`src/hdl/rv_pkg.sv`:
```
package rv_pkg;

    ////////////////////////////////////////
    // Widths and reset vector
    localparam int          xlen       = 32;
    localparam int          reg_addr_w = 5;
    localparam logic [31:0] reset_pc   = 32'h0000_0000;  // First fetch address

    ////////////////////////////////////////
    // Opcodes kept by this core
    localparam logic [6:0] opc_op     = 7'b0110011;  // Register-register ALU
    localparam logic [6:0] opc_op_imm = 7'b0010011;  // Immediate ALU
    localparam logic [6:0] opc_lui    = 7'b0110111;
    localparam logic [6:0] opc_branch = 7'b1100011;

    // ALU funct3
    localparam logic [2:0] f3_add  = 3'b000;  // ADD / SUB
    localparam logic [2:0] f3_sll  = 3'b001;
    localparam logic [2:0] f3_slt  = 3'b010;
    localparam logic [2:0] f3_sltu = 3'b011;
    localparam logic [2:0] f3_xor  = 3'b100;
    localparam logic [2:0] f3_sr   = 3'b101;  // SRL / SRA
    localparam logic [2:0] f3_or   = 3'b110;
    localparam logic [2:0] f3_and  = 3'b111;

    // Branch funct3
    localparam logic [2:0] f3_beq  = 3'b000;
    localparam logic [2:0] f3_bne  = 3'b001;
    localparam logic [2:0] f3_blt  = 3'b100;
    localparam logic [2:0] f3_bge  = 3'b101;
    localparam logic [2:0] f3_bltu = 3'b110;
    localparam logic [2:0] f3_bgeu = 3'b111;

    localparam logic [6:0] f7_alt = 7'b0100000;  // Selects SUB and SRA

    typedef logic [xlen-1:0]       word_t;
    typedef logic [reg_addr_w-1:0] reg_addr_t;
    typedef logic [6:0]            opcode_t;

    ////////////////////////////////////////
    // Instruction formats, all 32 bits
    typedef struct packed {
        logic [6:0] funct7;
        reg_addr_t  rs2;
        reg_addr_t  rs1;
        logic [2:0] funct3;
        reg_addr_t  rd;
        opcode_t    opcode;
    } r_fmt_t;

    typedef struct packed {
        logic [11:0] imm;     // Sign bit at 11, shamt in [4:0]
        reg_addr_t   rs1;
        logic [2:0]  funct3;
        reg_addr_t   rd;
        opcode_t     opcode;
    } i_fmt_t;

    typedef struct packed {
        logic [19:0] imm;     // Upper 20 bits of the result
        reg_addr_t   rd;
        opcode_t     opcode;
    } u_fmt_t;

    typedef struct packed {
        logic       imm12;    // Sign bit
        logic [5:0] imm10_5;
        reg_addr_t  rs2;
        reg_addr_t  rs1;
        logic [2:0] funct3;
        logic [3:0] imm4_1;
        logic       imm11;
        opcode_t    opcode;
    } b_fmt_t;

    typedef union packed {
        r_fmt_t r;
        i_fmt_t i;
        u_fmt_t u;
        b_fmt_t b;
        word_t  raw;
    } instr_t;

    typedef enum logic [3:0] {
        alu_add, alu_sub, alu_sll, alu_slt, alu_sltu, alu_xor,
        alu_srl, alu_sra, alu_or, alu_and, alu_pass_b
    } alu_op_t;

    ////////////////////////////////////////
    // Stage records
    typedef struct packed {
        logic       valid;
        word_t      pc;
        reg_addr_t  rs1;
        reg_addr_t  rs2;
        reg_addr_t  rd;
        word_t      imm;
        alu_op_t    alu_op;
        logic       use_imm;    // Operand b from imm
        logic       is_branch;
        logic [2:0] br_f3;      // Branch condition
        logic       wr_rd;      // Writes a nonzero rd
    } decoded_op_t;

    typedef struct packed {
        logic       valid;
        word_t      pc;
        word_t      rs1_data;
        word_t      rs2_data;
        reg_addr_t  rd;
        word_t      imm;
        alu_op_t    alu_op;
        logic       use_imm;
        logic       is_branch;
        logic [2:0] br_f3;
        logic       wr_rd;
    } exec_op_t;

    typedef struct packed {
        logic  taken;
        word_t target;
    } redirect_t;

    typedef struct packed {
        logic      enable;
        reg_addr_t rd;
        word_t     data;
    } wb_t;

    typedef struct packed {
        logic      valid;
        word_t     pc;
        reg_addr_t rd;
        word_t     rd_data;
    } retire_t;

endpackage

```
`src/hdl/instr_exec.sv`:
```
`timescale 1ns/1ns

module instr_exec (
    input  logic              clk,
    input  logic              reset,
    input  rv_pkg::exec_op_t  ex_op,
    output rv_pkg::wb_t       wb,
    output rv_pkg::redirect_t redirect,
    output rv_pkg::retire_t   retire
);

    rv_pkg::word_t op_a;
    rv_pkg::word_t op_b;
    rv_pkg::word_t alu_res;
    logic          br_cond;                    // Branch condition holds

    assign op_a = ex_op.rs1_data;
    assign op_b = ex_op.use_imm ? ex_op.imm : ex_op.rs2_data;

    ////////////////////////////////////////
    // ALU
    always_comb begin
        case (ex_op.alu_op)
            rv_pkg::alu_add:    alu_res = op_a + op_b;
            rv_pkg::alu_sub:    alu_res = op_a - op_b;
            rv_pkg::alu_sll:    alu_res = op_a << op_b[4:0];   // Low 5 bits are shamt
            rv_pkg::alu_slt:    alu_res = rv_pkg::word_t'($signed(op_a) < $signed(op_b));
            rv_pkg::alu_sltu:   alu_res = rv_pkg::word_t'(op_a < op_b);
            rv_pkg::alu_xor:    alu_res = op_a ^ op_b;
            rv_pkg::alu_srl:    alu_res = op_a >> op_b[4:0];
            rv_pkg::alu_sra:    alu_res = rv_pkg::word_t'($signed(op_a) >>> op_b[4:0]);
            rv_pkg::alu_or:     alu_res = op_a | op_b;
            rv_pkg::alu_and:    alu_res = op_a & op_b;
            default:            alu_res = op_b;                // LUI
        endcase
    end

    ////////////////////////////////////////
    // Branch resolution
    always_comb begin
        case (ex_op.br_f3)
            rv_pkg::f3_beq:  br_cond = ex_op.rs1_data == ex_op.rs2_data;
            rv_pkg::f3_bne:  br_cond = ex_op.rs1_data != ex_op.rs2_data;
            rv_pkg::f3_blt:  br_cond = $signed(ex_op.rs1_data) < $signed(ex_op.rs2_data);
            rv_pkg::f3_bge:  br_cond = $signed(ex_op.rs1_data) >= $signed(ex_op.rs2_data);
            rv_pkg::f3_bltu: br_cond = ex_op.rs1_data < ex_op.rs2_data;
            rv_pkg::f3_bgeu: br_cond = ex_op.rs1_data >= ex_op.rs2_data;
            default:         br_cond = 1'b0;           // Reserved codes fall through
        endcase
    end

    // Target is pc relative
    assign redirect.taken  = ex_op.valid && ex_op.is_branch && br_cond;
    assign redirect.target = ex_op.pc + ex_op.imm;

    // Writeback and bypass source
    assign wb.enable = ex_op.valid && ex_op.wr_rd;
    assign wb.rd     = ex_op.rd;
    assign wb.data   = alu_res;

    ////////////////////////////////////////
    // Retire record, one per register write
    always_ff @(posedge clk) begin
        retire.valid   <= wb.enable;
        retire.pc      <= ex_op.pc;
        retire.rd      <= wb.rd;
        retire.rd_data <= wb.data;
        if (reset) begin
            retire.valid <= 1'b0;
        end
    end

endmodule

```
`src/hdl/instr_fetch_decode.sv`:
```
`timescale 1ns/1ns

module instr_fetch_decode (
    input  logic                clk,
    input  logic                reset,
    input  rv_pkg::instr_t      instr,        // Answer for current pc
    input  rv_pkg::redirect_t   redirect,     // From execute
    output rv_pkg::word_t       pc,
    output logic                instr_rd_en,
    output rv_pkg::decoded_op_t dec_op
);

    rv_pkg::opcode_t     opcode;
    rv_pkg::decoded_op_t dec_next;
    logic                supported;           // Opcode is one we execute

    assign opcode = instr.r.opcode;           // Same bits in every format

    // funct3 plus alt bit to ALU op
    function automatic rv_pkg::alu_op_t alu_sel(input logic [2:0] f3, input logic alt);
        rv_pkg::alu_op_t op;
        case (f3)
            rv_pkg::f3_add:  op = alt ? rv_pkg::alu_sub : rv_pkg::alu_add;
            rv_pkg::f3_sll:  op = rv_pkg::alu_sll;
            rv_pkg::f3_slt:  op = rv_pkg::alu_slt;
            rv_pkg::f3_sltu: op = rv_pkg::alu_sltu;
            rv_pkg::f3_xor:  op = rv_pkg::alu_xor;
            rv_pkg::f3_sr:   op = alt ? rv_pkg::alu_sra : rv_pkg::alu_srl;
            rv_pkg::f3_or:   op = rv_pkg::alu_or;
            default:         op = rv_pkg::alu_and;  // f3_and
        endcase
        return op;
    endfunction

    ////////////////////////////////////////
    // Program counter
    always_ff @(posedge clk) begin
        if (reset) begin
            pc          <= rv_pkg::reset_pc;
            instr_rd_en <= 1'b0;
        end else begin
            instr_rd_en <= 1'b1;
            if (redirect.taken) begin
                pc <= redirect.target;                // Taken branch wins
            end else if (instr_rd_en) begin
                pc <= pc + rv_pkg::word_t'(4);
            end
        end
    end

    ////////////////////////////////////////
    // Decode
    always_comb begin
        dec_next        = '0;
        dec_next.pc     = pc;
        dec_next.alu_op = rv_pkg::alu_add;
        supported       = 1'b1;
        case (opcode)
            rv_pkg::opc_op: begin
                dec_next.rs1    = instr.r.rs1;
                dec_next.rs2    = instr.r.rs2;
                dec_next.rd     = instr.r.rd;
                dec_next.alu_op = alu_sel(instr.r.funct3, instr.r.funct7 == rv_pkg::f7_alt);
                dec_next.wr_rd  = 1'b1;
            end
            rv_pkg::opc_op_imm: begin
                dec_next.rs1     = instr.i.rs1;
                dec_next.rd      = instr.i.rd;
                dec_next.imm     = {{20{instr.i.imm[11]}}, instr.i.imm};  // Sign extend
                dec_next.use_imm = 1'b1;
                // Only SRAI takes the alt bit, ADDI has no subtract form
                dec_next.alu_op  = alu_sel(instr.i.funct3,
                                           instr.i.funct3 == rv_pkg::f3_sr && instr.i.imm[10]);
                dec_next.wr_rd   = 1'b1;
            end
            rv_pkg::opc_lui: begin
                dec_next.rd      = instr.u.rd;
                dec_next.imm     = {instr.u.imm, 12'h000};
                dec_next.use_imm = 1'b1;
                dec_next.alu_op  = rv_pkg::alu_pass_b;  // Result is the immediate
                dec_next.wr_rd   = 1'b1;
            end
            rv_pkg::opc_branch: begin
                dec_next.rs1       = instr.b.rs1;
                dec_next.rs2       = instr.b.rs2;
                dec_next.imm       = {{19{instr.b.imm12}}, instr.b.imm12, instr.b.imm11,
                                      instr.b.imm10_5, instr.b.imm4_1, 1'b0};
                dec_next.is_branch = 1'b1;
                dec_next.br_f3     = instr.b.funct3;
            end
            default: supported = 1'b0;         // Anything else is a bubble
        endcase
        // A write to x0 is no write at all
        if (dec_next.rd == '0) begin
            dec_next.wr_rd = 1'b0;
        end
        dec_next.valid = instr_rd_en && supported && !redirect.taken;  // Squash on redirect
    end

    always_ff @(posedge clk) begin
        dec_op <= dec_next;
        if (reset) begin
            dec_op.valid <= 1'b0;
        end
    end

endmodule

```
`src/hdl/operand_fetch.sv`:
```
`timescale 1ns/1ns

module operand_fetch (
    input  logic                clk,
    input  logic                reset,
    input  rv_pkg::decoded_op_t dec_op,
    input  rv_pkg::wb_t         wb,        // Register write and bypass source
    input  rv_pkg::redirect_t   redirect,
    output rv_pkg::exec_op_t    ex_op
);

    rv_pkg::word_t    regs [0:(1 << rv_pkg::reg_addr_w)-1];  // x0 slot never read
    rv_pkg::word_t    rs1_val;
    rv_pkg::word_t    rs2_val;
    rv_pkg::exec_op_t ex_next;

    // Source read with x0 and bypass handling
    function automatic rv_pkg::word_t read_src(
        input rv_pkg::reg_addr_t idx,
        input rv_pkg::word_t     stored,
        input rv_pkg::wb_t       w
    );
        rv_pkg::word_t val;
        if (idx == '0) begin
            val = '0;                                  // x0 reads zero
        end else if (w.enable && w.rd == idx) begin
            val = w.data;                              // Result from execute this cycle
        end else begin
            val = stored;
        end
        return val;
    endfunction

    ////////////////////////////////////////
    // Register file
    always_ff @(posedge clk) begin
        if (wb.enable && wb.rd != '0) begin
            regs[wb.rd] <= wb.data;
        end
    end

    assign rs1_val = read_src(dec_op.rs1, regs[dec_op.rs1], wb);
    assign rs2_val = read_src(dec_op.rs2, regs[dec_op.rs2], wb);

    ////////////////////////////////////////
    // Execute op register
    always_comb begin
        ex_next.valid     = dec_op.valid && !redirect.taken;  // Younger op squashed
        ex_next.pc        = dec_op.pc;
        ex_next.rs1_data  = rs1_val;
        ex_next.rs2_data  = rs2_val;
        ex_next.rd        = dec_op.rd;
        ex_next.imm       = dec_op.imm;
        ex_next.alu_op    = dec_op.alu_op;
        ex_next.use_imm   = dec_op.use_imm;
        ex_next.is_branch = dec_op.is_branch;
        ex_next.br_f3     = dec_op.br_f3;
        ex_next.wr_rd     = dec_op.wr_rd;
    end

    always_ff @(posedge clk) begin
        ex_op <= ex_next;
        if (reset) begin
            ex_op.valid <= 1'b0;
        end
    end

endmodule

```
`src/hdl/rv_core.sv`:
```
`timescale 1ns/1ns

module rv_core (
    input  logic            clk,
    input  logic            reset,
    input  rv_pkg::instr_t  instr,        // Instruction for pc, same cycle
    output rv_pkg::word_t   pc,
    output logic            instr_rd_en,
    output rv_pkg::retire_t retire        // One record per register write
);

    rv_pkg::decoded_op_t dec_op;          // Fetch and decode to operand stage
    rv_pkg::exec_op_t    ex_op;           // Operand stage to execute
    rv_pkg::wb_t         wb;              // Register write and bypass
    rv_pkg::redirect_t   redirect;        // Taken branch

    ////////////////////////////////////////
    // Fetch and decode
    instr_fetch_decode instr_fetch_decode_inst (
        .clk         (clk),
        .reset       (reset),
        .instr       (instr),
        .redirect    (redirect),
        .pc          (pc),
        .instr_rd_en (instr_rd_en),
        .dec_op      (dec_op)
    );

    // Operand fetch with register file
    operand_fetch operand_fetch_inst (
        .clk      (clk),
        .reset    (reset),
        .dec_op   (dec_op),
        .wb       (wb),
        .redirect (redirect),
        .ex_op    (ex_op)
    );

    // Execute and writeback
    instr_exec instr_exec_inst (
        .clk      (clk),
        .reset    (reset),
        .ex_op    (ex_op),
        .wb       (wb),
        .redirect (redirect),
        .retire   (retire)
    );

endmodule

```
`config.mk`:
```
export PLATFORM = sky130hd
export DESIGN_NAME = rv_core
export DESIGN_NICKNAME = d
export VERILOG_FILES = /design/src/hdl/rv_pkg.sv /design/src/hdl/instr_exec.sv /design/src/hdl/instr_fetch_decode.sv /design/src/hdl/operand_fetch.sv /design/src/hdl/rv_core.sv
export SDC_FILE = /design/constraint.sdc
export NUM_CORES = 2
export LEC_CHECK = 0
export BUFFER_PORTS_ARGS = -buffer_cell sky130_fd_sc_hd__buf_4
export CAP_MARGIN = 0
export CORE_ASPECT_RATIO = 1.75
export CORE_MARGIN = 2
export CORE_UTILIZATION = 57
export DETAILED_ROUTE_END_ITERATION = 6
export PLACE_DENSITY = 0.8
export REMOVE_ABC_BUFFERS = 1
export SYNTH_ARGS = -nofsm -noshare
export SYNTH_HDL_FRONTEND = slang
export SYNTH_SLANG_ARGS = --single-unit
```
`constraint.sdc`:
```
create_clock -name clk -period 5.7 [get_ports clk]
set_clock_uncertainty 0.15 [all_clocks]
set_input_delay 0.855 -clock clk [delete_from_list [all_inputs] [get_ports clk]]
set_output_delay 0.855 -clock clk [all_outputs]
set_load 0.02 [all_outputs]
```
---- Word level (Yosys, flattened, before mapping) ----
Memories as Yosys holds them, arrays and structs flattened. A register that Yosys moved wholly into a read port is not among the register bits.
Index checks and enable logic that the tools add are counted.
W data, S select, Z words.
storage, ports and cells
  flip-flop bits (word level) ............. 273
  bits in writable memories ............... 1,024
  input port bits ......................... 34
  memories ................................ 1
operators by class
  add/sub/neg operators ................... 4
  magnitude comparators ................... 6
  eq/ne operators ......................... 27
  shift operators ......................... 3
  muxes and demuxes ....................... 21
  bitwise operators ....................... 3
  reductions and logical operators ........ 22
memories
  memory                   words  width  read ports  clocked after memory_dff  wr ports  RTL line             RTL
  operand_fetch_inst.regs  32     32     2           2                         1         operand_fetch.sv:12  rv_pkg::word_t regs [0:(1 << rv_pkg::reg_addr_w)-1];
operators by type and width
  kind                     number
  $pmux W32 S10            1
  $lt A32 B32 Y1           4
  $mux W32                 3
  $pmux W32 S3             1
  $add A32 B32 Y32         2
  $ge A32 B32 Y1           2
  $pmux W4 S7              2
  $add A32 B3 Y32 const B  1
  $and A32 B32 Y32         1
  $eq A32 B32 Y1           1
  $ne A32 B32 Y1           1
  $or A32 B32 Y32          1
  $shl A32 B5 Y32          1
  $shr A32 B5 Y32          1
  $sshr A32 B5 Y32         1
  $sub A32 B32 Y32         1
  $xor A32 B32 Y32         1
  $eq A3 B3 Y1 const B     7
  $eq A7 B6 Y1 const B     3
  $eq A4 B3 Y1 const B     4
  $logic_not A5 Y1         3
  $pmux W4 S3              1
  $mux W1                  10
  $eq A4 B2 Y1 const B     2
  other kinds (18)         31

---- Longest topological paths before layout ----
  word-level depth ........................ 5
  mapped depth ............................ 18

---- Modules after synthesis ----
A second synthesis with hierarchy kept.
second synthesis, totals
  cell total of the unflattened synthesis .. 5,304
  area total of the unflattened synthesis .. 69,713.1 um2
by module, submodules not included
  module              times used  cells an instance  area an instance (um2)  sequential area each (um2)
  operand_fetch       1           2,941              51,632.0                33,632.3
  instr_exec          1           1,922              13,558.0                1,401.3
  instr_fetch_decode  1           441                4,523.1                 2,462.4

---- Worst setup path before layout ----
Ideal clock, no wire load.
  path kind ............................... reg2reg
  start point ............................. reg operand_fetch_inst.ex_op[5] (netlist name)
  end point ............................... mem operand_fetch_inst.regs[0][31] (netlist name), data pin
  setup time .............................. 0.472 ns
  arrival ................................. 5.283 ns
  required time ........................... 5.078 ns
  path slack .............................. -0.205 ns
  stages on the path, launching flop included .. 17
  path buffers ............................ 4
  clock period less this slack ............ 5.905 ns
  path through ............................ dfxtp_1 -> buf_4 -> mux2i_4 -> clkbuf_1 -> buf_2 -> buf_1 -> ha_1 -> o21a_1 -> o21a_1 -> o221ai_1 -> o211ai_1 -> and2_1 -> a31oi_1 -> o311ai_0 -> o21ai_0 -> o21ai_0 -> a21boi_0
on the way
  cells in the longest elaborated chain, start to end .. 3
  elaborated cells on any way between the ends .. 10
  those cells by class .................... add/sub: 2; shift: 3; mux: 2; bitwise: 3
RTL lines
  what                                      RTL line             RTL
  $mux W32 *                                instr_exec.sv:18     assign op_b = ex_op.use_imm ? ex_op.imm : ex_op.rs2_data;
  $sub A32 B32 Y32 (tied with other cells)  instr_exec.sv:25     rv_pkg::alu_sub: alu_res = op_a - op_b;
  $pmux W32 S10 *                           instr_exec.sv:23     case (ex_op.alu_op)
  via instr_exec_inst.alu_res[31]           instr_exec.sv:14     rv_pkg::word_t alu_res;
  end: declaration                          operand_fetch.sv:12
The timed path passes the listed nets; every way through them passes the cells marked *.

---- Worst setup path after layout ----
  start point ............................. reg operand_fetch_inst.ex_op[5] (netlist name)
  end point ............................... mem operand_fetch_inst.regs[27][26] (netlist name), data pin
on the way
  cells in the longest elaborated chain, start to end .. 3
  elaborated cells on any way between the ends .. 10
  those cells by class .................... add/sub: 2; shift: 3; mux: 2; bitwise: 3
RTL lines
  what                                      RTL line
  $mux W32 *                                instr_exec.sv:18
  $sub A32 B32 Y32 (tied with other cells)  instr_exec.sv:25
  $pmux W32 S10 *                           instr_exec.sv:23
  via instr_exec_inst.alu_res[26]           instr_exec.sv:14
Marks and branches as above.

==> metrics.md <==
| Metric | Value |
|---|---|
| FP Rows | `between 150 and 200` |
| DR vias | `47593` |
| Final WL | `~250000 µm` |
| Status | `finished clean` |
| Fill count | `8162` |
| Crit share post-route | `between 90% and 100%` |
| Post-CTS Setup Bufs | `0` |
| Post-DP HPWL | `160100 µm` |
| Die height | `462.4 µm` |
| Top Layer Used | `met5` |
| Reg2reg setup slack | `~140 ps` |
| Number of synthesized flops with an enable pin | `1024` |
| Synth warnings | `0` |
| Area taken by flip-flops and latches | `approximately 38000 µm²` |
| Detailed Route Iter0 Violations | `slightly above 6000` |
| Max Fclk | `approximately 180 MHz` |
| Layout Utilization | `63.70%` |
| Maximum vdd drop | `252.2 µV` |
| Nets | `4915` |
| # DRC | `0` |
| DRT Pass-1 Iters | `5` |
| Met2 routed WL | `118400 µm` |
| Full die area | `123000 µm²` |
| Non-Filler Instances | `6358` |
| Worst hold-check path type | `flop to flop` |
| Maxcap violations | `0` |
| Layout area overhead | `11.12%` |
| GR Util All Layers | `40.72%` |
| Clock Latency Late Sink | `between 700 and 800 ps` |
| Synth Flop Type | `edfxtp_1` |
| Global-route wire length before repair | `351700 µm` |
| Multi-input logic area | `29250 µm²` |
| Arr. time, crit path | `5880 ps` |
| CTS max path bufs | `3` |
| Post-synthesis cell area | `68440 µm²` |
| R2R cell count | `14` |
| Worst path required time | `about 6000 ps` |
| Share of cells above drive strength 1 | `between 20% and 30%` |
| Worst setup EP type | `flop` |
| Die Wd | `265.9 µm` |
| Dpl cells | `6130` |
| Fraction of registers with async set/reset | `0%` |
| Pleak | `25.49 nW` |
| Fin crit period | `5556 ps` |
| Critical hold path startpoint | `instr_fetch_decode_inst.dec_op[82]` |
| WL/cell | `between 30 and 40 µm` |
| Worst-path clk slew | `roughly 80 ps` |
| CP max FO | `33` |
| Slew headroom | `5.948%` |
| Synth Instances | `4549` |
| Total congestion overflow | `0` |
| CTS resizes | `0` |
| FF+latch count, synth | `roughly 1400` |
| FF-to-FF End | `operand_fetch_inst.regs[27][26]` |
| Final Max Slew Viols | `0` |
| Length of routed met3 wiring | `28510 µm` |
| Root Driver | `clkbuf_16` |
| Final hold vios | `0` |
| Initial Util | `57.32%` |
| Vias/cell | `7.486` |
| Reg-to-reg critical path startpoint | `operand_fetch_inst.ex_op[5]` |
| RSZ-0062 raised after global routing | `false` |
| Hold buffers post-CTS | `0` |
| Antenna Violating Nets Remaining | `0` |
| Largest net degree at the start of global routing | `110` |
| Hold Path Sink | `operand_fetch_inst.ex_op[136]` |
| Power per cell area | `258.0 nW/µm²` |
| I/O Pins | `approximately 140` |
| Post-synth cell types | `92` |
| Number of global-route vias before repair | `slightly below 50000` |
| H-Tree Depth | `3` |
| Clk sink count | `roughly 1400` |
| Port Buf Inserts | `136` |
| Startpoint class of the critical path | `flop` |
| Slew @ Worst Pin | `roughly 1400 ps` |
| Seq/Total Area, Yosys | `a little over half` |
| Initial antenna violation count | `24` |
| Final setup violating endpoints | `0` |
| Core outline area | `119400 µm²` |
| M1 wire length | `73230 µm` |
| RD Place Congestion | `1.129` |
| Crit path kind | `flop to flop` |
| Syn avg cell area | `between 15 and 20 µm²` |
| CTS tree | `built` |
| Cts bufs inserted | `roughly 110` |
| Hold depth | `0` |
[worst max-delay path by stage]
stage                                             startpoint                               to  slack (ps)  cells past startpoint
after floorplan           instr_fetch_decode_inst.dec_op[47]     operand_fetch_inst.ex_op[74]       -7260                      6
after global routing             operand_fetch_inst.ex_op[5]  operand_fetch_inst.regs[27][26]          20                     14
after CTS                        operand_fetch_inst.ex_op[5]  operand_fetch_inst.regs[27][26]         120                     14
after global placement           operand_fetch_inst.ex_op[5]  operand_fetch_inst.regs[24][26]         330                     14
final                            operand_fetch_inst.ex_op[5]  operand_fetch_inst.regs[27][26]         140                     14
after detailed placement         operand_fetch_inst.ex_op[5]  operand_fetch_inst.regs[31][26]         190                     14
[layout by cell type (no fill, tap or decap), drive strengths merged, types with 12 or more instances in the layout]
| cell | instances |
|---|---|
| buf | 362 |
| o211ai | 34 |
| mux2i | 132 |
| a22o | 12 |
| nand3 | 51 |
| clkinvlp | 13 |
| clkbuf | 141 |
| nand4 | 29 |
| a21o | 63 |
| nor3 | 40 |
| and3 | 32 |
| dfxtp | 337 |
| xor2 | 32 |
| inv | 182 |
| and2 | 27 |
| clkinv | 41 |
| o221ai | 22 |
| mux4 | 671 |
| a2111oi | 14 |
| ha | 162 |
| edfxtp | 1024 |
| conb | 32 |
| nor2b | 25 |
| nand2 | 233 |
| a211oi | 83 |
| o21ai | 155 |
| a31oi | 35 |
| a221oi | 16 |
| a21oi | 217 |
| o22ai | 27 |
| xnor2 | 45 |
| mux2 | 51 |
| or3 | 20 |
| o21a | 13 |
| o21bai | 22 |
| nor2 | 228 |
| nand2b | 20 |
| diode | 16 |
[cells by family (layout without fill, tap and decap cells)]
logic type | Yosys count | count (layout) | share of synthesized area, %
compound gates | 832 | 832 | 8.039
xor+xnor | 77 | 77 | 0.9854
fa+ha+maj | 165 | 165 | 3.049
buf+inv | 516 | 748 | 3.166
flops | 1361 | 1361 | 54.79
mux | 854 | 854 | 24.93
other cells | 1 | 48 | 0.005479
simple gates | 743 | 743 | 5.035
[report_power, final]
group	switching [mW]	leakage, nW	internal (mW)
logic	0.632	11.6	0.368
registers	0.0537	12.1	10.6
clock network	3.75	1.78	4.18
[synth_stat cells (all sizes together) (12+ instances only)]
master	number	area (µm²)
edfxtp	1024	30750
mux4	671	15130
dfxtp	337	6746
nand2	233	874.6
nor2	228	863.3
a21oi	217	1090
clkbuf	183	686.9
inv	175	659.4
ha	162	2027
buf	158	820.8
o21ai	155	775.7
mux2i	132	1363
a211oi	83	628.1
a21o	63	473.0
mux2	51	574.3
nand3	51	255.2
xnor2	45	394.1
nor3	40	205.2
a31oi	35	219.0
o211ai	34	255.2
and3	32	200.2
xor2	32	280.3
nand4	29	181.4
and2	27	168.9
o22ai	27	168.9
nor2b	25	156.4
o21bai	22	165.2
o221ai	22	192.7
nand2b	20	125.1
or3	20	125.1
a221oi	16	140.1
a2111oi	14	130.1
o21a	13	97.59
a22o	12	105.1
[per-stage QoR]
stage	setup WS (ps)	total power, mW	area (µm²)	hold slack [ps]	setup TNS (ps)
after floorplan	-7258	11.47	67050	159.6	-2589790
after global placement	326.1	11.82	72270	159.8	0
after detailed placement	189.3	11.83	72270	162.1	0
after CTS	121.1	19.57	75950	154.0	0
after global routing	17.82	19.99	76030	150.1	0
final	143.6	19.62	76050	157.9	0
[layer usage]
| metal | global-route usage (%) | up-vias |
|---|---|---|
| met5 | 0.5962 | - |
| met4 | 36.93 | 21 |
| met3 | 12.71 | 1314 |
| met2 | 64.73 | 4028 |
| met1 | 43.19 | 23669 |
| li1 | - | 18561 |
[worst max-delay path, stage by stage (launching register included)]
cell       delay, ps
dfxtp_4          590
buf_4            420
mux2i_1          400
ha_1             390
or3_1            470
nor4_1           300
nand4_1          250
a31oi_1          520
a31oi_1          220
a221o_1          350
a2111oi_0        500
buf_4            200
a21o_1           130
inv_1             90
buf_4            250
[cell type report]
type                       instances  area share, %
tap                             1530          2.517
inverter                         175         0.8720
clock inverter                    69         0.8769
clock buffer                     141          3.965
sequential                      1361          49.35
timing repair buffer             362          3.896
antenna                           16        0.05265
timing repair inverter             1       0.009872
multi-input combinational       2703          38.46
[flip-flops by register name, indices dropped and copies added (netlist names)]
name	count
instr_fetch_decode_inst.pc	32
operand_fetch_inst.regs	1024
instr_fetch_decode_inst.instr_rd_en	1
operand_fetch_inst.ex_op	144
instr_fetch_decode_inst.dec_op	90
instr_exec_inst.retire	70
(Power assumes the default switching activity.)
